File: src/design/event_pkg.sv
package event_pkg;

   // ==================================================
   // Interrupt status channels
   // ==================================================
   localparam int N_CHAN = 5;

   // Channel order, also the o_intr bit order
   localparam int CH_RX  = 0;  // Receiver
   localparam int CH_TX  = 1;  // Transmitter
   localparam int CH_I2C = 2;  // I2C slave
   localparam int CH_P0  = 3;  // Port-0 change
   localparam int CH_PRO = 4;  // Protection

   // Set inputs of one status byte
   typedef logic [7:0] evt_vec_t;

   // ==================================================
   // Protection inputs
   // ==================================================
   localparam int N_PRO = 6;

   typedef logic [N_PRO-1:0] pro_vec_t;

   // Flops between the pad and the debouncer
   localparam int SYNC_STAGES = 2;

   // Differing samples needed to flip the level
   localparam int DB_COUNT = 3;

   // Must hold DB_COUNT-1
   typedef logic [1:0] db_cnt_t;

endpackage
File: src/design/sfr_map_pkg.sv
package sfr_map_pkg;

   import event_pkg::*;

   // ==================================================
   // Bus types
   // ==================================================
   typedef logic [7:0] sfr_data_t;
   typedef logic [7:0] sfr_addr_t;

   // Unmapped locations read all ones
   localparam sfr_data_t SFR_UNUSED = 8'hFF;

   // ==================================================
   // Register map
   // ==================================================
   localparam sfr_addr_t ADDR_TXCTL  = 8'hB0;
   localparam sfr_addr_t ADDR_GPF    = 8'hBF;
   localparam sfr_addr_t ADDR_CCCTL  = 8'hE7;
   localparam sfr_addr_t ADDR_CMPOPT = 8'hE8;
   localparam sfr_addr_t ADDR_PROLVL = 8'hAD;  // Read only

   // Indexed by channel: RX, TX, I2C, P0, PRO
   localparam sfr_addr_t STA_ADDR [N_CHAN] = '{8'hB3, 8'hB4, 8'hCC, 8'hDF, 8'hAE};
   localparam sfr_addr_t MSK_ADDR [N_CHAN] = '{8'hB5, 8'hB6, 8'hCB, 8'hDE, 8'hAF};

   // ==================================================
   // Control registers
   // ==================================================
   localparam int N_CTRL = 4;

   // Bit positions in the write strobe vector
   localparam int CTRL_TXCTL  = 0;
   localparam int CTRL_GPF    = 1;
   localparam int CTRL_CCCTL  = 2;
   localparam int CTRL_CMPOPT = 3;

   typedef logic [N_CTRL-1:0] ctrl_we_t;  // One-hot

   localparam sfr_data_t RST_TXCTL  = 8'h00;
   localparam sfr_data_t RST_GPF    = 8'h00;
   localparam sfr_data_t RST_CCCTL  = 8'h00;
   localparam sfr_data_t RST_CMPOPT = 8'h00;

endpackage

File: src/design/stat_chan_if.sv
`timescale 1ns/1ps

interface stat_chan_if
   import sfr_map_pkg::*;
();

   logic      wr_sta;  // Write-1-to-clear strobe
   logic      wr_msk;  // Mask write strobe
   sfr_data_t wdat;
   sfr_data_t sta;
   sfr_data_t msk;
   logic      irq;

   modport dec (
      output wr_sta, wr_msk, wdat
   );

   modport chan (
      input  wr_sta, wr_msk, wdat,
      output sta, msk, irq
   );

   modport rd (
      input sta, msk, irq
   );

endinterface

File: src/design/regbank_top.sv
`timescale 1ns/1ps

module regbank_top
   import sfr_map_pkg::*;
   import event_pkg::*;
(
   input  logic              clk,
   input  logic              rrstz,
   input  logic              i_sfr_w,
   input  sfr_addr_t         i_sfr_addr,
   input  sfr_data_t         i_sfr_wdat,
   input  evt_vec_t          i_rx_evt,
   input  evt_vec_t          i_tx_evt,
   input  evt_vec_t          i_i2c_evt,
   input  sfr_data_t         i_p0,
   input  pro_vec_t          i_srci,
   output sfr_data_t         o_sfr_rdat,
   output logic [N_CHAN-1:0] o_intr,
   output sfr_data_t         o_txctl,
   output sfr_data_t         o_gpf,
   output sfr_data_t         o_ccctl,
   output sfr_data_t         o_cmp_opt
);

   ctrl_we_t  ctrl_we;
   sfr_data_t wdat;
   evt_vec_t  p0_chg;
   pro_vec_t  pro_lvl;
   pro_vec_t  pro_chg;
   evt_vec_t  chan_evt [N_CHAN];

   stat_chan_if chan_if [N_CHAN] ();

   // ==================================================
   // Write side
   // ==================================================
   sfr_decoder u_dec (
      .i_sfr_w    (i_sfr_w),
      .i_sfr_addr (i_sfr_addr),
      .i_sfr_wdat (i_sfr_wdat),
      .o_ctrl_we  (ctrl_we),
      .o_wdat     (wdat),
      .chan_if    (chan_if)
   );

   ctrl_regs u_ctrl (
      .clk       (clk),
      .rrstz     (rrstz),
      .i_we      (ctrl_we),
      .i_wdat    (wdat),
      .o_txctl   (o_txctl),
      .o_gpf     (o_gpf),
      .o_ccctl   (o_ccctl),
      .o_cmp_opt (o_cmp_opt)
   );

   event_conditioner u_cond (
      .clk       (clk),
      .rrstz     (rrstz),
      .i_p0      (i_p0),
      .i_srci    (i_srci),
      .o_p0_chg  (p0_chg),
      .o_pro_lvl (pro_lvl),
      .o_pro_chg (pro_chg)
   );

   // Event sources in channel order
   assign chan_evt[CH_RX]  = i_rx_evt;
   assign chan_evt[CH_TX]  = i_tx_evt;
   assign chan_evt[CH_I2C] = i_i2c_evt;
   assign chan_evt[CH_P0]  = p0_chg;
   assign chan_evt[CH_PRO] = {{($bits(evt_vec_t) - N_PRO){1'b0}}, pro_chg};  // Top bits unused

   for (genvar c = 0; c < N_CHAN; c++) begin : g_chan
      event_status_channel u_chan (
         .clk     (clk),
         .rrstz   (rrstz),
         .i_evt   (chan_evt[c]),
         .chan_if (chan_if[c])
      );
   end

   // ==================================================
   // Read side
   // ==================================================
   sfr_readback u_rd (
      .i_sfr_addr (i_sfr_addr),
      .rd_if      (chan_if),
      .i_txctl    (o_txctl),
      .i_gpf      (o_gpf),
      .i_ccctl    (o_ccctl),
      .i_cmp_opt  (o_cmp_opt),
      .i_pro_lvl  (pro_lvl),
      .o_sfr_rdat (o_sfr_rdat),
      .o_intr     (o_intr)
   );

endmodule

File: src/design/sfr_readback.sv
`timescale 1ns/1ps

module sfr_readback
   import sfr_map_pkg::*;
   import event_pkg::*;
(
   input  sfr_addr_t         i_sfr_addr,
   stat_chan_if.rd           rd_if [N_CHAN],
   input  sfr_data_t         i_txctl,
   input  sfr_data_t         i_gpf,
   input  sfr_data_t         i_ccctl,
   input  sfr_data_t         i_cmp_opt,
   input  pro_vec_t          i_pro_lvl,
   output sfr_data_t         o_sfr_rdat,
   output logic [N_CHAN-1:0] o_intr
);

   sfr_data_t sta_v [N_CHAN];
   sfr_data_t msk_v [N_CHAN];

   // Flatten the interface array so the mux can loop over it
   for (genvar c = 0; c < N_CHAN; c++) begin : g_chan
      assign sta_v[c]  = rd_if[c].sta;
      assign msk_v[c]  = rd_if[c].msk;
      assign o_intr[c] = rd_if[c].irq;
   end

   // ==================================================
   // Read data mux
   // ==================================================
   always_comb begin
      o_sfr_rdat = SFR_UNUSED;
      case (i_sfr_addr)
         ADDR_TXCTL:  o_sfr_rdat = i_txctl;
         ADDR_GPF:    o_sfr_rdat = i_gpf;
         ADDR_CCCTL:  o_sfr_rdat = i_ccctl;
         ADDR_CMPOPT: o_sfr_rdat = i_cmp_opt;
         ADDR_PROLVL: o_sfr_rdat = {{($bits(sfr_data_t) - N_PRO){1'b0}}, i_pro_lvl};
         default:     ;
      endcase
      for (int c = 0; c < N_CHAN; c++) begin
         if (i_sfr_addr == STA_ADDR[c])
            o_sfr_rdat = sta_v[c];
         if (i_sfr_addr == MSK_ADDR[c])
            o_sfr_rdat = msk_v[c];
      end
   end

endmodule

File: src/design/ctrl_regs.sv
`timescale 1ns/1ps

module ctrl_regs
   import sfr_map_pkg::*;
(
   input  logic      clk,
   input  logic      rrstz,
   input  ctrl_we_t  i_we,
   input  sfr_data_t i_wdat,
   output sfr_data_t o_txctl,
   output sfr_data_t o_gpf,
   output sfr_data_t o_ccctl,
   output sfr_data_t o_cmp_opt
);

   // Reset values in strobe bit order
   localparam sfr_data_t CTRL_RST [N_CTRL] = '{RST_TXCTL, RST_GPF, RST_CCCTL, RST_CMPOPT};

   sfr_data_t ctrl_q [N_CTRL];

   for (genvar r = 0; r < N_CTRL; r++) begin : g_reg
      always_ff @(posedge clk or negedge rrstz) begin
         if (!rrstz) begin
            ctrl_q[r] <= CTRL_RST[r];
         end else if (i_we[r]) begin
            ctrl_q[r] <= i_wdat;
         end
      end
   end

   // Outputs double as the read-back path
   assign o_txctl   = ctrl_q[CTRL_TXCTL];
   assign o_gpf     = ctrl_q[CTRL_GPF];
   assign o_ccctl   = ctrl_q[CTRL_CCCTL];
   assign o_cmp_opt = ctrl_q[CTRL_CMPOPT];

endmodule

File: src/design/event_conditioner.sv
`timescale 1ns/1ps

module event_conditioner
   import sfr_map_pkg::*;
   import event_pkg::*;
(
   input  logic      clk,
   input  logic      rrstz,
   input  sfr_data_t i_p0,
   input  pro_vec_t  i_srci,
   output evt_vec_t  o_p0_chg,
   output pro_vec_t  o_pro_lvl,
   output pro_vec_t  o_pro_chg
);

   // ==================================================
   // Port-0 change detect
   // ==================================================
   sfr_data_t p0_prev;

   always_ff @(posedge clk or negedge rrstz) begin
      if (!rrstz) begin
         p0_prev <= '0;
      end else begin
         p0_prev <= i_p0;
      end
   end

   assign o_p0_chg = p0_prev ^ i_p0;  // Any edge, either direction

   // ==================================================
   // Protection input sync and debounce
   // ==================================================
   for (genvar i = 0; i < N_PRO; i++) begin : g_pro
      logic [SYNC_STAGES-1:0] sync_q;
      db_cnt_t                cnt_q;  // Consecutive differing samples
      logic                   lvl_q;
      logic                   smp;
      logic                   chg;

      assign smp = sync_q[SYNC_STAGES-1];
      // Third differing sample flips the level in this cycle
      assign chg = (smp != lvl_q) && (cnt_q == db_cnt_t'(DB_COUNT - 1));

      always_ff @(posedge clk or negedge rrstz) begin
         if (!rrstz) begin
            sync_q <= '0;
            cnt_q  <= '0;
            lvl_q  <= 1'b0;
         end else begin
            sync_q <= {sync_q[SYNC_STAGES-2:0], i_srci[i]};
            if (smp == lvl_q) begin
               cnt_q <= '0;  // Glitch gone, start over
            end else if (chg) begin
               lvl_q <= smp;
               cnt_q <= '0;
            end else begin
               cnt_q <= cnt_q + 1'b1;
            end
         end
      end

      assign o_pro_lvl[i] = lvl_q;
      assign o_pro_chg[i] = chg;
   end

endmodule

File: src/design/event_status_channel.sv
`timescale 1ns/1ps

module event_status_channel
   import sfr_map_pkg::*;
   import event_pkg::*;
(
   input  logic      clk,
   input  logic      rrstz,
   input  evt_vec_t  i_evt,
   stat_chan_if.chan chan_if
);

   sfr_data_t sta_q;
   sfr_data_t msk_q;
   sfr_data_t clr;

   assign clr = chan_if.wr_sta ? chan_if.wdat : '0;  // Write 1 to clear

   always_ff @(posedge clk or negedge rrstz) begin
      if (!rrstz) begin
         sta_q <= '0;
         msk_q <= '0;
      end else begin
         // Event set is ORed in last so it beats a clear in the same cycle
         sta_q <= (sta_q & ~clr) | i_evt;
         if (chan_if.wr_msk) begin
            msk_q <= chan_if.wdat;
         end
      end
   end

   assign chan_if.sta = sta_q;
   assign chan_if.msk = msk_q;
   assign chan_if.irq = |(sta_q & msk_q);  // Any unmasked pending bit

endmodule

File: src/design/sfr_decoder.sv
`timescale 1ns/1ps

module sfr_decoder
   import sfr_map_pkg::*;
   import event_pkg::*;
(
   input  logic      i_sfr_w,
   input  sfr_addr_t i_sfr_addr,
   input  sfr_data_t i_sfr_wdat,
   output ctrl_we_t  o_ctrl_we,
   output sfr_data_t o_wdat,
   stat_chan_if.dec  chan_if [N_CHAN]
);

   // ==================================================
   // Control register strobes
   // ==================================================
   assign o_ctrl_we[CTRL_TXCTL]  = i_sfr_w && (i_sfr_addr == ADDR_TXCTL);
   assign o_ctrl_we[CTRL_GPF]    = i_sfr_w && (i_sfr_addr == ADDR_GPF);
   assign o_ctrl_we[CTRL_CCCTL]  = i_sfr_w && (i_sfr_addr == ADDR_CCCTL);
   assign o_ctrl_we[CTRL_CMPOPT] = i_sfr_w && (i_sfr_addr == ADDR_CMPOPT);

   assign o_wdat = i_sfr_wdat;  // Shared by all control regs

   // ==================================================
   // Status channel strobes
   // ==================================================
   // Each channel owns one status and one mask address
   for (genvar c = 0; c < N_CHAN; c++) begin : g_chan
      assign chan_if[c].wr_sta = i_sfr_w && (i_sfr_addr == STA_ADDR[c]);
      assign chan_if[c].wr_msk = i_sfr_w && (i_sfr_addr == MSK_ADDR[c]);
      assign chan_if[c].wdat   = i_sfr_wdat;
   end

endmodule

File: config.mk
export PLATFORM = sky130hd
export DESIGN_NAME = regbank_top
export DESIGN_NICKNAME = d
export VERILOG_FILES = /design/src/design/event_pkg.sv /design/src/design/sfr_map_pkg.sv /design/src/design/stat_chan_if.sv /design/src/design/regbank_top.sv /design/src/design/sfr_readback.sv /design/src/design/ctrl_regs.sv /design/src/design/event_conditioner.sv /design/src/design/event_status_channel.sv /design/src/design/sfr_decoder.sv
export SDC_FILE = /design/constraint.sdc
export NUM_CORES = 1
export LEC_CHECK = 0
export BUFFER_PORTS_ARGS = -buffer_cell sky130_fd_sc_hd__buf_2
export CELL_PAD_IN_SITES_DETAIL_PLACEMENT = 1
export CELL_PAD_IN_SITES_GLOBAL_PLACEMENT = 2
export CORE_MARGIN = 2
export CORE_UTILIZATION = 39
export CTS_CLUSTER_DIAMETER = 150
export CTS_CLUSTER_SIZE = 24
export DETAILED_ROUTE_END_ITERATION = 8
export PLACE_DENSITY_LB_ADDON = 0.15
export SKIP_LAST_GASP = 1
export SLEW_MARGIN = 20
export SYNTH_ARGS = -nofsm -noshare
export SYNTH_HDL_FRONTEND = slang
export SYNTH_HIERARCHICAL = 1
export SYNTH_SLANG_ARGS = --single-unit
File: constraint.sdc
create_clock -name clk -period 2.8 [get_ports clk]
set_input_delay 0.56 -clock clk [delete_from_list [all_inputs] [get_ports clk]]
set_output_delay 0.56 -clock clk [all_outputs]
set_load 0.05 [all_outputs]
Word-level counts from Yosys, hierarchy flattened
Cells that the tools add are included.
{ "op_classes": {"n_bitwise": 27, "n_mux": 28, "eq_ne": 33, "n_reduce_logical": 31, "addsub": 6} }
{ "op_table": {"columns": ["op", "count"], "rows": [
  ["8-bit == test (second input constant)", 15],
  ["8-bit two-way mux", 15],
  ["8-bit AND", 10],
  ["8-bit inverter", 5],
  ["8-bit case mux with 5 select lines", 1],
  ["8-bit OR reduction", 5],
  ["8-bit bitwise OR", 4],
  ["2-bit two-way mux", 12],
  ["1-bit logical AND", 20],
  ["2-bit by 1-bit adder with 2-bit output (second input constant)", 6],
  ["2-bit == test (second input constant)", 6],
  ["2-bit AND reduction", 6],
  ["8-bit by 6-bit bitwise OR with 8-bit output", 1],
  ["8-bit bitwise XOR", 1],
  ["1-bit == test", 6],
  ["1-bit inequality test", 6],
  ["1-bit inverter", 6]
]} }
{ "totals": {"word_cells": 158, "reg_bits": 150, "out_inout_bits": 45} }

Logic depth before layout (Yosys ltp)
{ "depth": {"word_depth": 12, "ltp_mapped": 8, "depth_no_buf": 6} }

Hierarchy
The synthesis kept the hierarchy.
{ "by_module_without_submodules": {"columns": ["module", "seq_area_each_um2", "cells_per_inst", "n_inst", "area_each_um2"], "rows": [
  ["event_status_channel", 400.4, 47, 5, 663.1],
  ["event_conditioner", 950.9, 94, 1, 1448.9],
  ["ctrl_regs", 800.8, 68, 1, 1326.3],
  ["sfr_readback", 0.0, 195, 1, 1266.2],
  ["sfr_decoder", 0.0, 75, 1, 568.0],
  ["regbank_top", 0.0, 1, 1, 3.8]
]} }

Worst setup path after synthesis
No wires, ideal clock.
{ "synth_path": {"path_kind": "input to output", "startpoint": "in i_sfr_addr[7]", "endpoint": "out o_sfr_rdat[7]", "path_buffers": 1, "path_stages": 6, "slack_ps": -768, "t_arrival_ps": 3008, "required_ps": 2240, "cell_sequence": "clkbuf_2 -> nand4b_1 -> mux2i_1 -> a2111o_1 -> a32o_1 -> a222oi_1"} }
{ "synth_between": {"elab_chain_len": 12, "elab_cells_between_ends": 26, "classes_between": "eq/ne: 15; mux: 11"} }
{ "synth_lines": {"columns": ["element", "line_no", "source"], "rows": [
  ["from (decl)", "regbank_top.sv:10", "input sfr_addr_t i_sfr_addr,"],
  ["8-bit == test", "sfr_readback.sv:33", "case (i_sfr_addr)"],
  ["8-bit case mux with 5 select lines", "sfr_readback.sv:33", null],
  ["8-bit two-way mux", "sfr_readback.sv:42", "if (i_sfr_addr == STA_ADDR[c])"],
  ["8-bit two-way mux", "sfr_readback.sv:44", "if (i_sfr_addr == MSK_ADDR[c])"],
  ["8-bit two-way mux", "sfr_readback.sv:42", null],
  ["8-bit two-way mux", "sfr_readback.sv:44", null],
  ["8-bit two-way mux", "sfr_readback.sv:42", null],
  ["8-bit two-way mux", "sfr_readback.sv:44", null],
  ["8-bit two-way mux", "sfr_readback.sv:42", null],
  ["8-bit two-way mux", "sfr_readback.sv:44", null],
  ["8-bit two-way mux", "sfr_readback.sv:42", null],
  ["8-bit two-way mux (*)", "sfr_readback.sv:44", null],
  ["to (decl)", "regbank_top.sv:17", "output sfr_data_t o_sfr_rdat,"]
]} }
Every way passes the cells marked *; elsewhere a longest branch is shown, timed or not.

Worst setup path in the final report
{ "layout_path": {"startpoint": "in i_sfr_addr[6]", "endpoint": "out o_sfr_rdat[0]"} }
Same word-level chain as after synthesis.

==> flow_summary_export.csv <==
group,metric,value,unit
die,fp.dieW,146.6,µm
worst_setup_path,cp_top_family,"compound AO/OA/AOI/OAI gates",
worst_setup_path,crit_fanout,5,
worst_setup_path,crit_chain,"buf_6 -> buf_6 -> nand4b_1 -> nor3_2 -> buf_4 -> a222oi_1 -> o211a_1 -> nor3_2 -> o21a_1 -> buf_6",
cts,cts_buffers,17,
synthesis,synth.cell_area,0.007929,mm²
synthesis,synthArstFlopShare,100.0,%
worst_setup_path,critical_path.most_common_cell,"buf_6",
place,place_congestion,0.9338,
worst_setup_path,slowest_stage,"a222oi_1",
sta,tightestPinTransition,0.6006,ns
synthesis,synth_xor_area_share,1.546,%
synthesis,synth_top_family_by_area,"multiplexers",
worst_setup_path,cp-end-kind,"output port",
outcome,status,"finished, violations left",
synthesis,ys_seq_area_share,47.34,%
synthesis,yosys.area.top_type,"dfrtp_1",
worst_setup_path,critical_path_arrival,2.48,ns
synthesis,synth_fa_ha_area_share,0,%
sta,layout_setup_ws,-0.2352,ns
flow_run,drv_cap,0,
die,io_pins,102,
worst_setup_path,path_class,"primary input to output port",
synthesis,synth_compound_gate_area_share,14.17,%
worst_setup_path,crit_buf_inv,4,
sta,skew,0.007371,ns
detailed_routing,wl_per_cell,23.84,µm
finish,drive_above_1_share,42.71,%
sta,max_freq,329.5,MHz
sta,rsz0062_at_grt,"true",
sta,hold_viol,0,
cts,cts_buffer_depth,2,
cts,cts_tree,"yes",
detailed_routing,drc,0,
detailed_routing,wl,25610,µm
finish,fin_area,0.009643,mm²
finish,syn_to_final_growth,21.62,%
place,hpwlAfterDp,18880,µm
pwr,power_per_cell_area,614.9,mW/mm²
synthesis,synth_commonest_cells,"dfrtp_1 (150), mux2_4 (78), buf_4 (65), nand2_1 (55), a21o_1 (40)",
die,start_util,39.44,%
cts,cts_hold_buf,0,
global_route,grt_pass1_vias,6373,
detailed_routing,drt_iter0_drc,387,
sta,finalCritPeriodShare,108.4,%
synthesis,synth_simple_gate_area_share,12.18,%
detailed_routing,avgViaCountPerCell,5.422,
worst_setup_path,ff2ff_path_depth,3,
die,row_count,52,
sta,slew_violations,0,
cts,cts_sinks,150,
synthesis,synth_area_per_cell,11.87,µm²
die,coreArea,0.02010,mm²
synthesis,syn_inst,668,
finish,seqCellArea,0.003754,mm²
sta,hold_ws,0.1053,ns
pwr,ir_drop,380.0,µV
global_route,antenna_found_initial,1,
synthesis,ys_ff_latch,150,
worst_setup_path,max_stage_delay,0.56,ns
cts,cts_max_level,4,
worst_setup_path,worstReg2RegStart,"u_cond/g_pro[1].lvl_q$_DFFE_PN0P_",
finish,nNetsFinal,847,
cts,clock_latency,0.43,ns
detailed_routing,vias,5823,
synthesis,synth_mux_area_share,15.84,%
worst_setup_path,cp-start-kind,"primary input",
synthesis,synth_ff_type,"dfrtp_1",
global_route,track_usage,24.75,%
place,place_area,0.008847,mm²
detailed_routing,drt-pass1-iter-count,5,
die,die_h,146.6,µm
place,io_buffer_count,101,
synthesis,synth_top_area_share,47.34,%
cts,root_buffer,"clkbuf_16",
synthesis,synth.most_common_cell,"dfrtp_1",
synthesis,synth.area.top_cells,"dfrtp_1 (47%), mux2_4 (15%), buf_4 (6.2%)",
synthesis,yosysWarnings,6,
worst_setup_path,required,2.24,ns
outcome,violations,"negative setup slack",
die,die_area,0.02149,mm²
synthesis,synth_edf_count,0,
synthesis,synth_cell_types,63,
pwr,p_total,5.929,mW
cts,clk_pin_slew_worst_paths,0.07,ns
min_path,hold_class,"primary input to asynchronous set/reset pin",
pwr,p_leak,4.196,nW
global_route,grt_max_degree,61,
finish,fill_cells,2119,
global_route,gr-total-overflow,0,
detailed_routing,drtAntennaViolNets,0,
finish,multi_input_area,0.003587,mm²
sta,timing.final.crit_period,3.035,ns
worst_setup_path,ff2ff_setup_slack,1.69,ns
global_route,grt_pass1_wl,39740,µm
sta,setup_viol,8,
worst_setup_path,regToRegEndpoint,"g_chan[4].u_chan/chan_if.sta[1]$_DFF_PN0_",
sta,maxSlewHeadroom,59.96,%
==> how the worst max path moves through the flow <==
stage / cells after the start / to / startpoint
6_report: 10 / o_sfr_rdat[0] / i_sfr_addr[6]
5_1_grt: 9 / o_sfr_rdat[7] / i_sfr_addr[6]
4_1_cts: 9 / o_sfr_rdat[7] / i_sfr_addr[6]
3_5_place_dp: 10 / o_sfr_rdat[7] / i_sfr_addr[6]
3_3_place_gp: 10 / o_sfr_rdat[7] / i_sfr_addr[6]
2_1_floorplan: 6 / o_sfr_rdat[7] / i_sfr_addr[7]
==> layout by cell type (no fill, tap or decap), types with 4 or more instances in the layout <==
master     synthesis  layout
nor3b_1            6       6
a22oi_1           31      29
mux2i_1            4       4
a222oi_1           8       8
nand4_1            8       8
inv_6              0       4
o211ai_1           5       5
inv_1              6       6
nor2b_4            6       6
nor4_2             2       4
xnor2_1            6       6
nand2_1           55      55
clkbuf_16          0      17
nand4b_1           5       5
nor3_1            23      21
nand3_1            8       8
a21o_1            40      40
buf_12             0       4
nand2b_1           6       5
xor2_1             8       8
o22ai_1           19      18
nor2_1            12      10
nor2b_1            7       7
dfrtp_1          150     150
buf_6              9      12
mux2_4            78      78
a21oi_1           12      12
mux2_2             4       4
buf_2             12      87
clkinv_4           0       4
o21ai_0           17      16
buf_4             65      91
==> cells by family (layout without fill, tap and decap cells) <==
kind of cell | count (synthesis) | count (layout)
muxes | 86 | 86
AOI/OAI and AO/OA | 156 | 156
other | 1 | 3
buffers and inverters | 100 | 234
and+or+nand+nor | 161 | 161
xor gates and xnor gates | 14 | 14
DFF | 150 | 150
==> registers in the layout (all words and copies together), names as in the netlist <==
| register | cells |
|---|---|
| g_chan.u_chan/chan_if.msk | 40 |
| u_cond/g_pro.sync_q | 12 |
| u_ctrl/o_gpf | 8 |
| u_ctrl/o_ccctl | 8 |
| g_chan.u_chan/chan_if.sta | 40 |
| u_ctrl/o_cmp_opt | 8 |
| u_cond/g_pro.cnt_q | 12 |
| u_cond/g_pro.lvl_q | 6 |
| u_cond/p0_prev | 8 |
| u_ctrl/o_txctl | 8 |
==> per-stage QoR <==
stage                     setup TNS (ns)  setup slack (ns)  std cells  utilization (%)
after floorplan                   -1.003           -0.7277        669                -
after global placement            -2.156           -0.4378       1036            44.01
after detailed placement          -2.304           -0.3887       1036            44.01
after CTS                         -1.238           -0.2432       1071            47.85
after global routing              -1.963           -0.3278       1073            47.95
final                             -1.163           -0.2352       1074            47.96
==> report_power, final <==
part / switching [mW] / internal, mW
clock: 0.971 / 1.29
combinational: 0.546 / 0.478
sequential: 0.254 / 2.39
total: 1.77 / 4.16
==> metal layers <==
layer / up-vias / routed length (µm) / global-route usage [%] / share of wire (%)
met3: 22 / 930 / 4.438 / 3.6
met5: - / 0 / 0 / 0
met4: 0 / 451 / 8.010 / 1.8
met1: 3028 / 12040 / 34.05 / 47
li1: 2638 / - / - / -
met2: 135 / 12190 / 39.74 / 48
==> area by class of cell <==
type	count	share of cell area [%]
timing repair buffer	196	14.14
sequential	150	38.93
clock buffer	21	4.775
tap	270	3.503
multi-input combinational	419	37.20
inverter	6	0.2336
antenna	1	0.02595
clock inverter	11	1.194
==> what timing repair did <==
item,CTS,global route
pin swaps,18,12
resized for setup,43,2
setup buffers,4,2
setup endpoints to repair,8,8
No activity file was read; power rests on OpenSTA's default activity.
